--- src/cpu_pkg.sv ---
`default_nettype none

package cpu_pkg;

	localparam int XLEN = 16;
	localparam int REG_AW = 3;
	localparam int NUM_REGS = 8;

	// Instruction fields, MSB of each
	localparam int OP_MSB = 15;
	localparam int RD_MSB = 11;
	localparam int RS_MSB = 8;
	localparam int RT_MSB = 5;
	localparam int IMM8_W = 8;
	localparam int IMM6_W = 6;

	typedef enum logic [3:0] {
		OP_LI   = 4'h0,
		OP_ADD  = 4'h1,
		OP_SUB  = 4'h2,
		OP_AND  = 4'h3,
		OP_OR   = 4'h4,
		OP_XOR  = 4'h5,
		OP_SLL  = 4'h6,
		OP_SLT  = 4'h7,
		OP_LW   = 4'h8,
		OP_SW   = 4'h9,
		OP_BEQZ = 4'ha,
		OP_HALT = 4'hf
	} opcode_e;

	typedef enum logic [2:0] {
		ALU_ADD,
		ALU_SUB,
		ALU_AND,
		ALU_OR,
		ALU_XOR,
		ALU_SLL,
		ALU_SLT,
		ALU_PASS_B
	} alu_op_e;

	typedef enum logic [2:0] {
		S_FETCH,
		S_DECODE,
		S_EXEC,
		S_MEM,
		S_WB,
		S_HALT
	} state_e;

endpackage

`default_nettype wire

--- src/mem_req_if.sv ---
`timescale 1ns/1ps
`default_nettype none

interface mem_req_if;
	import cpu_pkg::*;

	logic            req;
	logic            write;
	logic [XLEN-1:0] addr;
	logic [XLEN-1:0] wdata;
	logic [XLEN-1:0] rdata;
	logic            done;

	modport ctrl (
		output req, write, addr, wdata,
		input  rdata, done
	);

	modport bus (
		input  req, write, addr, wdata,
		output rdata, done
	);

endinterface

`default_nettype wire

--- src/core_ctrl.sv ---
`timescale 1ns/1ps
`default_nettype none

module core_ctrl (
	input  logic                       clk,
	input  logic                       rst_n,
	mem_req_if.ctrl                    mem,
	output logic [cpu_pkg::REG_AW-1:0] rs_addr,
	output logic [cpu_pkg::REG_AW-1:0] rt_addr,
	output logic [cpu_pkg::REG_AW-1:0] rd_addr,
	input  logic [cpu_pkg::XLEN-1:0]   rs_data,
	input  logic [cpu_pkg::XLEN-1:0]   rt_data,
	output logic                       wr_en,
	output logic [cpu_pkg::XLEN-1:0]   wr_data,
	output cpu_pkg::alu_op_e           alu_op,
	output logic [cpu_pkg::XLEN-1:0]   alu_a,
	output logic [cpu_pkg::XLEN-1:0]   alu_b,
	input  logic [cpu_pkg::XLEN-1:0]   alu_y,
	input  logic                       alu_zero,
	output logic                       halted
);
	import cpu_pkg::*;

	state_e          state;
	logic [XLEN-1:0] pc;
	logic [XLEN-1:0] ir;
	logic [XLEN-1:0] res_q;
	logic            req_q;
	opcode_e         opcode;
	logic            writes_rd;
	logic            is_mem;

	assign opcode = opcode_e'(ir[OP_MSB -: 4]);

	always_comb begin
		alu_op = ALU_PASS_B;
		alu_b = rt_data;
		writes_rd = 1'b1;
		is_mem = 1'b0;
		case (opcode)
			OP_LI:   alu_b = {{(XLEN-IMM8_W){1'b0}}, ir[IMM8_W-1:0]};
			OP_ADD:  alu_op = ALU_ADD;
			OP_SUB:  alu_op = ALU_SUB;
			OP_AND:  alu_op = ALU_AND;
			OP_OR:   alu_op = ALU_OR;
			OP_XOR:  alu_op = ALU_XOR;
			OP_SLL:  alu_op = ALU_SLL;
			OP_SLT:  alu_op = ALU_SLT;
			OP_LW, OP_SW: begin
				alu_op = ALU_ADD;
				alu_b = {{(XLEN-IMM6_W){1'b0}}, ir[IMM6_W-1:0]};
				writes_rd = (opcode == OP_LW);
				is_mem = 1'b1;
			end
			// Zero test of rd goes through the pass path
			default: writes_rd = 1'b0;
		endcase
	end

	assign rs_addr = ir[RS_MSB -: REG_AW];
	assign rd_addr = ir[RD_MSB -: REG_AW];
	// Store data and branch test both read rd on the second port
	assign rt_addr = (opcode == OP_SW || opcode == OP_BEQZ) ? rd_addr : ir[RT_MSB -: REG_AW];
	assign alu_a = rs_data;

	assign wr_en = (state == S_WB) && writes_rd;
	assign wr_data = res_q;
	assign halted = (state == S_HALT);

	assign mem.req = req_q;
	assign mem.write = (state == S_MEM) && (opcode == OP_SW);
	assign mem.addr = (state == S_MEM) ? res_q : pc;
	assign mem.wdata = rt_data;

	always_ff @(posedge clk or negedge rst_n) begin
		if (!rst_n) begin
			state <= S_FETCH;
			pc <= '0;
			ir <= '0;
			req_q <= 1'b0;
		end else begin
			case (state)
				S_FETCH: begin
					if (mem.done) begin
						req_q <= 1'b0;
						ir <= mem.rdata;
						pc <= pc + 1'b1;
						state <= S_DECODE;
					end else begin
						req_q <= 1'b1;
					end
				end
				S_DECODE: begin
					case (opcode)
						OP_LI, OP_ADD, OP_SUB, OP_AND, OP_OR, OP_XOR, OP_SLL, OP_SLT,
						OP_LW, OP_SW, OP_BEQZ: state <= S_EXEC;
						default: state <= S_HALT;
					endcase
				end
				S_EXEC: begin
					if (opcode == OP_BEQZ) begin
						if (alu_zero)
							pc <= pc + {{(XLEN-IMM8_W){ir[IMM8_W-1]}}, ir[IMM8_W-1:0]};
						state <= S_FETCH;
					end else begin
						state <= is_mem ? S_MEM : S_WB;
					end
				end
				S_MEM: begin
					if (mem.done) begin
						req_q <= 1'b0;
						state <= S_WB;
					end else begin
						req_q <= 1'b1;
					end
				end
				S_WB:    state <= S_FETCH;
				default: state <= S_HALT;
			endcase
		end
	end

	// Execute result, replaced by load data at the end of a read
	always_ff @(posedge clk) begin
		if (state == S_EXEC)
			res_q <= alu_y;
		else if (state == S_MEM && mem.done && !mem.write)
			res_q <= mem.rdata;
	end

	a_no_req_idle: assert property (@(posedge clk) disable iff (!rst_n)
		mem.req |-> !(state inside {S_DECODE, S_HALT}));

	a_req_held: assert property (@(posedge clk) disable iff (!rst_n)
		mem.req && !mem.done |=> mem.req && $stable(mem.addr) && $stable(mem.write));

endmodule

`default_nettype wire

--- src/reg_file.sv ---
`timescale 1ns/1ps
`default_nettype none

module reg_file (
	input  logic                       clk,
	input  logic                       rst_n,
	input  logic [cpu_pkg::REG_AW-1:0] rs_addr,
	input  logic [cpu_pkg::REG_AW-1:0] rt_addr,
	input  logic [cpu_pkg::REG_AW-1:0] wr_addr,
	output logic [cpu_pkg::XLEN-1:0]   rs_data,
	output logic [cpu_pkg::XLEN-1:0]   rt_data,
	input  logic                       wr_en,
	input  logic [cpu_pkg::XLEN-1:0]   wr_data
);
	import cpu_pkg::*;

	// r0 has no storage
	logic [XLEN-1:0] regs [1:NUM_REGS-1];

	always_ff @(posedge clk or negedge rst_n) begin
		if (!rst_n) begin
			for (int i = 1; i < NUM_REGS; i++)
				regs[i] <= '0;
		end else if (wr_en && wr_addr != '0) begin
			regs[wr_addr] <= wr_data;
		end
	end

	assign rs_data = (rs_addr == '0) ? '0 : regs[rs_addr];
	assign rt_data = (rt_addr == '0) ? '0 : regs[rt_addr];

endmodule

`default_nettype wire

--- src/alu.sv ---
`timescale 1ns/1ps
`default_nettype none

module alu (
	input  cpu_pkg::alu_op_e         op,
	input  logic [cpu_pkg::XLEN-1:0] a,
	input  logic [cpu_pkg::XLEN-1:0] b,
	output logic [cpu_pkg::XLEN-1:0] y,
	output logic                     zero
);
	import cpu_pkg::*;

	logic lt;

	assign lt = $signed(a) < $signed(b);

	always_comb begin
		case (op)
			ALU_ADD:    y = a + b;
			ALU_SUB:    y = a - b;
			ALU_AND:    y = a & b;
			ALU_OR:     y = a | b;
			ALU_XOR:    y = a ^ b;
			// Shift amount is the low nibble only
			ALU_SLL:    y = a << b[3:0];
			ALU_SLT:    y = {{(XLEN-1){1'b0}}, lt};
			ALU_PASS_B: y = b;
			default:    y = b;
		endcase
	end

	assign zero = (y == '0);

endmodule

`default_nettype wire

--- src/apb_master.sv ---
`timescale 1ns/1ps
`default_nettype none

module apb_master (
	input  logic                     clk,
	input  logic                     rst_n,
	mem_req_if.bus                   mem,
	output logic                     psel,
	output logic                     penable,
	output logic                     pwrite,
	output logic [cpu_pkg::XLEN-1:0] paddr,
	output logic [cpu_pkg::XLEN-1:0] pwdata,
	input  logic [cpu_pkg::XLEN-1:0] prdata,
	input  logic                     pready
);
	import cpu_pkg::*;

	typedef enum logic [1:0] {
		A_IDLE,
		A_SETUP,
		A_ACCESS
	} apb_state_e;

	apb_state_e state;

	always_ff @(posedge clk or negedge rst_n) begin
		if (!rst_n) begin
			state <= A_IDLE;
		end else begin
			case (state)
				A_IDLE:   if (mem.req) state <= A_SETUP;
				A_SETUP:  state <= A_ACCESS;
				A_ACCESS: if (pready) state <= A_IDLE;
				default:  state <= A_IDLE;
			endcase
		end
	end

	// Captured once per transfer, held through the access phase
	always_ff @(posedge clk) begin
		if (state == A_IDLE && mem.req) begin
			paddr <= mem.addr;
			pwrite <= mem.write;
			pwdata <= mem.wdata;
		end
	end

	assign psel = (state != A_IDLE);
	assign penable = (state == A_ACCESS);

	assign mem.done = (state == A_ACCESS) && pready;
	assign mem.rdata = prdata;

	a_enable_sel: assert property (@(posedge clk) disable iff (!rst_n)
		penable |-> psel && $past(psel));

	a_addr_stable: assert property (@(posedge clk) disable iff (!rst_n)
		psel && !(penable && pready) |=> psel && $stable(paddr) && $stable(pwrite));

endmodule

`default_nettype wire

--- src/cpu_top.sv ---
`timescale 1ns/1ps
`default_nettype none

module cpu_top (
	input  logic                     clk,
	input  logic                     rst_n,
	output logic                     psel,
	output logic                     penable,
	output logic                     pwrite,
	output logic [cpu_pkg::XLEN-1:0] paddr,
	output logic [cpu_pkg::XLEN-1:0] pwdata,
	input  logic [cpu_pkg::XLEN-1:0] prdata,
	input  logic                     pready,
	output logic                     halted
);
	import cpu_pkg::*;

	logic [REG_AW-1:0] rs_addr;
	logic [REG_AW-1:0] rt_addr;
	logic [REG_AW-1:0] rd_addr;
	logic [XLEN-1:0]   rs_data;
	logic [XLEN-1:0]   rt_data;
	logic              wr_en;
	logic [XLEN-1:0]   wr_data;
	alu_op_e           alu_op;
	logic [XLEN-1:0]   alu_a;
	logic [XLEN-1:0]   alu_b;
	logic [XLEN-1:0]   alu_y;
	logic              alu_zero;

	mem_req_if mem_bus ();

	core_ctrl __core_ctrl (
		.clk(clk),
		.rst_n(rst_n),
		.mem(mem_bus.ctrl),
		.rs_addr(rs_addr),
		.rt_addr(rt_addr),
		.rd_addr(rd_addr),
		.rs_data(rs_data),
		.rt_data(rt_data),
		.wr_en(wr_en),
		.wr_data(wr_data),
		.alu_op(alu_op),
		.alu_a(alu_a),
		.alu_b(alu_b),
		.alu_y(alu_y),
		.alu_zero(alu_zero),
		.halted(halted)
	);

	reg_file __reg_file (
		.clk(clk),
		.rst_n(rst_n),
		.rs_addr(rs_addr),
		.rt_addr(rt_addr),
		.wr_addr(rd_addr),
		.rs_data(rs_data),
		.rt_data(rt_data),
		.wr_en(wr_en),
		.wr_data(wr_data)
	);

	alu __alu (
		.op(alu_op),
		.a(alu_a),
		.b(alu_b),
		.y(alu_y),
		.zero(alu_zero)
	);

	apb_master __apb_master (
		.clk(clk),
		.rst_n(rst_n),
		.mem(mem_bus.bus),
		.psel(psel),
		.penable(penable),
		.pwrite(pwrite),
		.paddr(paddr),
		.pwdata(pwdata),
		.prdata(prdata),
		.pready(pready)
	);

endmodule

`default_nettype wire

--- config.mk ---
export PLATFORM = sky130hd
export DESIGN_NAME = cpu_top
export DESIGN_NICKNAME = d
export VERILOG_FILES = /design/src/cpu_pkg.sv /design/src/mem_req_if.sv /design/src/core_ctrl.sv /design/src/reg_file.sv /design/src/alu.sv /design/src/apb_master.sv /design/src/cpu_top.sv
export SDC_FILE = /design/constraint.sdc
export NUM_CORES = 1
export LEC_CHECK = 0
export BUFFER_PORTS_ARGS = -buffer_cell sky130_fd_sc_hd__buf_2
export CAP_MARGIN = 20
export CORE_UTILIZATION = 41
export CTS_CLUSTER_SIZE = 24
export DETAILED_ROUTE_END_ITERATION = 16
export HOLD_SLACK_MARGIN = 0.06
export REMOVE_ABC_BUFFERS = 1
export SLEW_MARGIN = 20
export SYNTH_ARGS = -nofsm -noshare
export SYNTH_HDL_FRONTEND = slang
export SYNTH_SLANG_ARGS = --single-unit
--- constraint.sdc ---
create_clock -name clk -period 10.55 [get_ports clk]
set_clock_uncertainty 0.05 [all_clocks]
set_input_delay 0.5275 -clock clk [delete_from_list [all_inputs] [get_ports clk]]
set_output_delay 0.5275 -clock clk [all_outputs]
set_load 0.005 [all_outputs]
== Word-level counts from Yosys, hierarchy flattened ==
Memory sizes are Yosys's and may differ from the RTL's.
Cells that the tools add are included.
Storage, ports and cells
  flip-flop bits (word level): 199
  ROM bits: 48
  input port bits: 19
  output and inout port bits: 36
  word-level logic and storage cells: 125
  memories: 1
Memories
  (name not given): words 16, bits a word 3, rd ports 1, clocked after Yosys merged registers in 0, wr ports 0, RTL line core_ctrl.sv:94  | case (opcode)
Cells by class
  $add $sub $neg: 4
  $lt $le $gt $ge: 5
  eq/ne operators: 30
  shifts and indexed selects: 1
  muxes and demuxes: 33
  bitwise operators: 6
  reductions and logical operators: 29
Operators with widths (count)
  $mux 16: 13
  $pmux 16 s8: 1
  $bwmux 112: 1
  $bmux 16 s3: 2
  $pmux 16 s2: 2
  $demux 16 s3: 1
  $add 16x16->16: 2
  $pmux 3 s7: 1
  $eq 3x3->1 const B: 6
  $add 16x1->16 const B: 1
  $and 16x16->16: 1
  $eq 4x3->1 const B: 4
  $logic_not 16->1: 1
  $lt 16x16->1: 1
  $or 16x16->16: 1
  $shl 16x4->16: 1
  $sub 16x16->16: 1
  $xor 16x16->16: 1
  $mux 3: 5
  $pmux 3 s5: 1
  $eq 3x2->1 const B: 4
  $eq 4x4->1 const B: 3
  $ge 4x4->1 const B: 3
  $logic_not 3->1: 4
  25 further kinds: 47

== Depth between registers and ports, before layout ==
  depth in word-level cells: 15
  depth in mapped cells: 29

== Hierarchy ==
From an unflattened synthesis, not the netlist that was laid out.
Second synthesis, totals
  cell total of the unflattened synthesis: 1380
  area, all modules: 14655.3 um^2
By module, submodules not included
  reg_file: instances 1, cells an instance 462, area each 6288.5 um^2, seq. area each 2802.7 um^2
  alu: instances 1, cells an instance 517, area each 3584.7 um^2, seq. area each 0.0 um^2
  core_ctrl: instances 1, cells an instance 342, area each 3574.7 um^2, seq. area each 1381.3 um^2
  apb_master: instances 1, cells an instance 59, area each 1207.4 um^2, seq. area each 1041.0 um^2

== Worst setup path after synthesis ==
OpenSTA, ideal clock, no wires.
  path type: register to register
  from: reg __core_ctrl.ir[13]
  to: reg __core_ctrl.pc[13]
  arrival time: 5.943 ns
  required time: 10.362 ns
  path slack: 4.418 ns
  stages on the path, launching flop included: 29
  path buffers: 6
  cell sequence: dfrtp_1 -> buf_4 -> xor2_4 -> buf_6 -> nand3_1 -> nand2_1 -> buf_2 -> buf_2 -> mux2_2 -> a221oi_1 -> a21oi_1 -> a22o_1 -> a22oi_1 -> inv_1 -> ha_1 -> or3_1 -> o21bai_1 -> a31o_2 -> nor3_1 -> a21oi_1 -> a41oi_1 -> a2bb2oi_1 -> or4_1 -> a311oi_1 -> and4b_1 -> buf_6 -> buf_4 -> mux2i_1 -> o211ai_1
On the way
  cells in the longest elaborated chain, start to end: 14
Ends and longest elaborated chain
  start, declared: RTL line core_ctrl.sv:26  | logic [XLEN-1:0] ir;
  start signal, assigned: RTL line core_ctrl.sv:86  | ir <= mem.rdata;
  $eq 4x4->1: RTL line core_ctrl.sv:63  | assign rt_addr = (opcode == OP_SW || opcode == OP_BEQZ) ? rd_addr : ir[RT_MSB -: REG_AW];
  $logic_or 1x1->1 *: RTL line core_ctrl.sv:63
  $mux 3 *: RTL line core_ctrl.sv:63
  $not 3->4 (not written as such): RTL line reg_file.sv:30  | assign rt_data = (rt_addr == '0) ? '0 : regs[rt_addr];
  $bmux 16 s3: RTL line reg_file.sv:30
  $mux 16 (not written as such) (2 in series): RTL line reg_file.sv:30
  $mux 16 *: RTL line reg_file.sv:30
  net __apb_master.mem.wdata[6]: RTL line mem_req_if.sv:20  | input req, write, addr, wdata,
  $pmux 16 s2 *: RTL line core_ctrl.sv:40  | case (opcode)
  $sub 16x16->16, or another cell as far along: RTL line alu.sv:20  | ALU_SUB: y = a - b;
  $pmux 16 s8 *: RTL line alu.sv:18  | case (op)
  $logic_not 16->1 *: RTL line alu.sv:32  | assign zero = (y == '0);
  $ne 2x1->1 (no source line) *
  $reduce_and 4->1 (no source line) *
  end signal, assigned: RTL line core_ctrl.sv:87  | pc <= pc + 1'b1;
  end signal, assigned: RTL line core_ctrl.sv:103  | pc <= pc + {{(XLEN-IMM8_W){ir[IMM8_W-1]}}, ir[IMM8_W-1:0]};
  end, declared: RTL line core_ctrl.sv:25  | logic [XLEN-1:0] pc;
Mark *: on every way through the listed nets, which the timed path passes. The rest lies on a longest branch. The select of a mux whose other input is x is not followed.
A chain may end at the register's enable or synchronous reset.

== Worst setup path after layout ==
  from: reg __core_ctrl.ir[12]
  to: reg __core_ctrl.pc[14]
The elaborated chain is that of the path after synthesis.

==> run_results.csv <==
group,metric,value,unit
critical_path,worstPathRequired,10850,ps
timing,setup_viol,0,
detailed_routing,drt_iter0_markers,1411,
critical_path,critPathKind,"reg -> reg",
place,place.gp.congestion,1.05,
synthesis,yosysWarnings,0,
clock_tree,insertion_delay,470,ps
cells_and_area,final_nets,1715,
clock_tree,clk_pin_slew,80,ps
synthesis,synthMuxAreaShare,16.1,%
clock_tree,cts-buffers-inserted,17,
global_routing,grt_pass1_vias,12700,
critical_path,crit_arrival,8660,ps
clock_tree,cts_resized,0,
floorplan,pin_count,55,
global_routing,grt_overflow_total,0,
synthesis,netlist_area,14900,um^2
synthesis,synthArstFlopShare,75.4,%
timing,tightest_slew,1050,ps
synthesis,netlist_instances,1606,
detailed_routing,viasPerCell,6.42,
clock_tree,htreeDepth,4,
timing,min_period_over_period,79.3,%
detailed_routing,met3WireLength,5040,um
critical_path,critical_path_peak_fanout,23,
synthesis,synth-main-ff-cell,"dfrtp_1",
synthesis,synthAdderAreaFrac,5.62,%
global_routing,grt_antenna_before_repair,2,
synthesis,syn_area_per_cell,9.26,um^2
timing,period_minus_slack,8360,ps
run_status,violations,"DRC",
synthesis,synth_cell_type_count,95,
clock_tree,cts_tree,"yes",
floorplan,dieArea,37100,um^2
flow_run,drv_cap,0,
cells_and_area,multi_input_area,9020,um^2
detailed_routing,vias,13500,
clock_tree,root_buffer,"clkbuf_16",
floorplan,start_util,41.7,%
synthesis,yosys_register_bits,199,
global_routing,grt_pass1_wl,84100,um
detailed_routing,wl_met1,24400,um
critical_path,startpoint_type,"flop",
synthesis,synth-edff-count,49,
cells_and_area,area_growth,9.65,%
timing,rsz0062_at_grt,"false",
detailed_routing,wirelength,56600,um
floorplan,rows,69,
timing,final-max-slew-violation-count,0,
clock_tree,clock-sinks,199,
timing,tns,0,ps
hold_path,hold_class,"in -> async",
clock_tree,cts_buffer_depth,2,
global_routing,grtUsageTotal,31.1,%
place,portBuffers,54,
place,place_hpwl,41400,um
cells_and_area,fill_cells,3421,
cells_and_area,register_area,5230,um^2
cells_and_area,drive_gt1_share,20.7,%
floorplan,core_area,35700,um^2
global_routing,grt_max_degree,85,
detailed_routing,top_layer_used,"met5",
detailed_routing,wl_per_cell,26.9,um
synthesis,synth_top_family_by_area,"compound AO/OA/AOI/OAI gates",
clock_tree,cts_setup_buffers,0,
critical_path,end_kind,"flop",
detailed_routing,ant_nets,0,
run_status,status,"finished with violations",
synthesis,yosysSeqAreaShare,35.1,%
timing,slew_headroom,29.7,%
detailed_routing,met2_length,24800,um
detailed_routing,drc_errors,4,
clock_tree,postCtsHoldBufs,0,
timing,fmax,120,MHz
floorplan,die_x,192,um
floorplan,die_h,192,um
synthesis,synth-compound-area-share,19.7,%
timing,report.final.hold_viol_count,0,
synthesis,yosys.area_share.simple,17.7,%
detailed_routing,drt_first_pass_iters,11,
synthesis,synthXorXnorAreaFrac,1.31,%
[path summary, 6_finish.rpt]
check	endpoint	slack [ps]	cells past startpoint	start
setup / recovery	__core_ctrl.pc[14]	2190	22	__core_ctrl.ir[12]
hold / removal	__reg_file.regs[53]	80	1	rst_n
setup reg to reg	__core_ctrl.pc[14]	2190	22	__core_ctrl.ir[12]
hold reg to reg	__reg_file.regs[15]	480	1	__reg_file.regs[15]
max in group asynchronous	__core_ctrl.pc[1]	8900	2	rst_n
min in group clk	__core_ctrl.ir[5]	240	3	prdata[5]
[registers in the layout, summed over array words and instances, names as in the netlist, 2 cells and up]
signal	count
__core_ctrl.wr_data	16
__apb_master.state	2
__core_ctrl.pc	16
__reg_file.regs	112
__core_ctrl.state	3
__core_ctrl.ir	16
__apb_master.pwdata	16
__apb_master.paddr	16
[cell usage in the layout, fill, tap and decap left out, types with 6 or more instances in the layout]
| cell type | count |
|---|---|
| edfxtp_1 | 49 |
| o21ai_0 | 71 |
| dfrtp_1 | 149 |
| buf_4 | 47 |
| and3_1 | 15 |
| nor3_1 | 38 |
| nand3b_1 | 6 |
| nand4_1 | 12 |
| o31ai_1 | 6 |
| o22ai_1 | 9 |
| a21oi_1 | 65 |
| or3_1 | 14 |
| nand2_1 | 230 |
| xor2_1 | 8 |
| mux4_2 | 16 |
| nand2b_1 | 32 |
| xnor2_1 | 8 |
| o21a_1 | 10 |
| clkbuf_16 | 17 |
| nor2b_1 | 20 |
| or2_2 | 12 |
| a2111oi_0 | 6 |
| inv_1 | 57 |
| nor2_1 | 101 |
| a21o_1 | 13 |
| mux2i_1 | 42 |
| o211ai_1 | 23 |
| o21bai_1 | 6 |
| mux2_2 | 143 |
| a31oi_1 | 12 |
| and2_1 | 19 |
| nand3_1 | 34 |
| ha_1 | 62 |
| a221oi_1 | 17 |
| a211oi_1 | 34 |
| buf_2 | 54 |
| a22oi_1 | 38 |
| o221ai_1 | 10 |
[area by class of cell]
| cell class | count | area share, % |
|---|---|---|
| multi-input cells | 1248 | 55.3 |
| flip-flops and latches | 199 | 32.0 |
| repair buffers | 103 | 3.98 |
| well taps | 461 | 3.54 |
| clock buffers | 18 | 2.63 |
| inverters | 62 | 1.43 |
| clock inverters | 14 | 1.10 |
| diodes | 1 | 0.0153 |
[cell families after synthesis]
logic type	Yosys count
xor gates and xnor gates	18
muxes	201
and+or+nand+nor	559
AOI/OAI and AO/OA	405
buffers and inverters	159
adders and majority gates	65
DFF	199
[metrics by stage]
step	setup slack [ps]	std cells	utilization (%)	hold WS, ps	cell area [um^2]
6_report	2190	2106	45.7	81.2	16300
3_5_place_dp	2440	2072	44.0	462	15700
3_3_place_gp	2610	2071	44.0	454	15700
2_1_floorplan	3460	1509	-	182	14400
4_1_cts	2380	2104	45.7	104	16300
5_1_grt	1560	2105	45.7	147	16300
[Yosys cell counts, types with 5 or more instances]
cell type,number,area [um^2]
a31oi_1,12,75.1
a2111oi_0,7,61.3
nor4_1,5,31.3
a221o_1,5,50.1
a41oi_1,5,43.8
nand3b_1,6,45.0
nand2b_1,32,200
o211ai_1,23,173
nor2b_1,20,125
inv_1,57,214
buf_2,16,80.1
nor3_1,39,195
o21bai_1,6,45.0
or3_1,14,87.6
o22ai_1,9,56.3
nand4_1,12,75.1
nand2_1,230,863
xnor2_1,8,70.1
o21a_1,10,75.1
edfxtp_1,49,1470
buf_4,6,45.0
a221oi_1,17,149
or2_2,12,75.1
o21ai_0,71,355
o31ai_1,6,45.0
ha_1,62,776
xor2_1,8,70.1
mux2_2,143,1610
and2_1,19,119
nor2_1,102,383
nand3_1,34,170
a211oi_1,34,255
and3_1,15,93.8
clkbuf_1,62,233
a21o_1,13,97.6
o221ai_1,10,87.6
mux4_2,16,360
mux2i_1,42,420
buf_1,9,33.8
a21oi_1,66,330
dfrtp_1,150,3750
a22o_1,5,43.8
a22oi_1,38,285
[metal layers]
metal	up-vias	track usage, %
met2	727	46.5
met5	-	0
met1	6670	43.5
met3	124	6.56
li1	5986	-
met4	4	13.0
[critical path, cell delays in order (launching register included)]
cell and delay, ps:
dfrtp_1 560, xor2_4 570, nand3_1 420, nand2_1 720
buf_4 310, mux4_2 240, nor2_1 40, nor2_1 600
mux2i_1 260, ha_1 430, and3_1 170, a21oi_1 50
a31oi_1 310, o221ai_1 300, a31oi_1 300, a31oi_1 160
a221oi_1 290, a2bb2oi_1 130, or4_1 560, a311oi_1 210
and4b_1 930, o2111ai_1 240, a311o_1 360
Power is left out: the tool's default activity adds up to more than one toggle a clock period on the data nets, which glitch-free logic cannot reach.
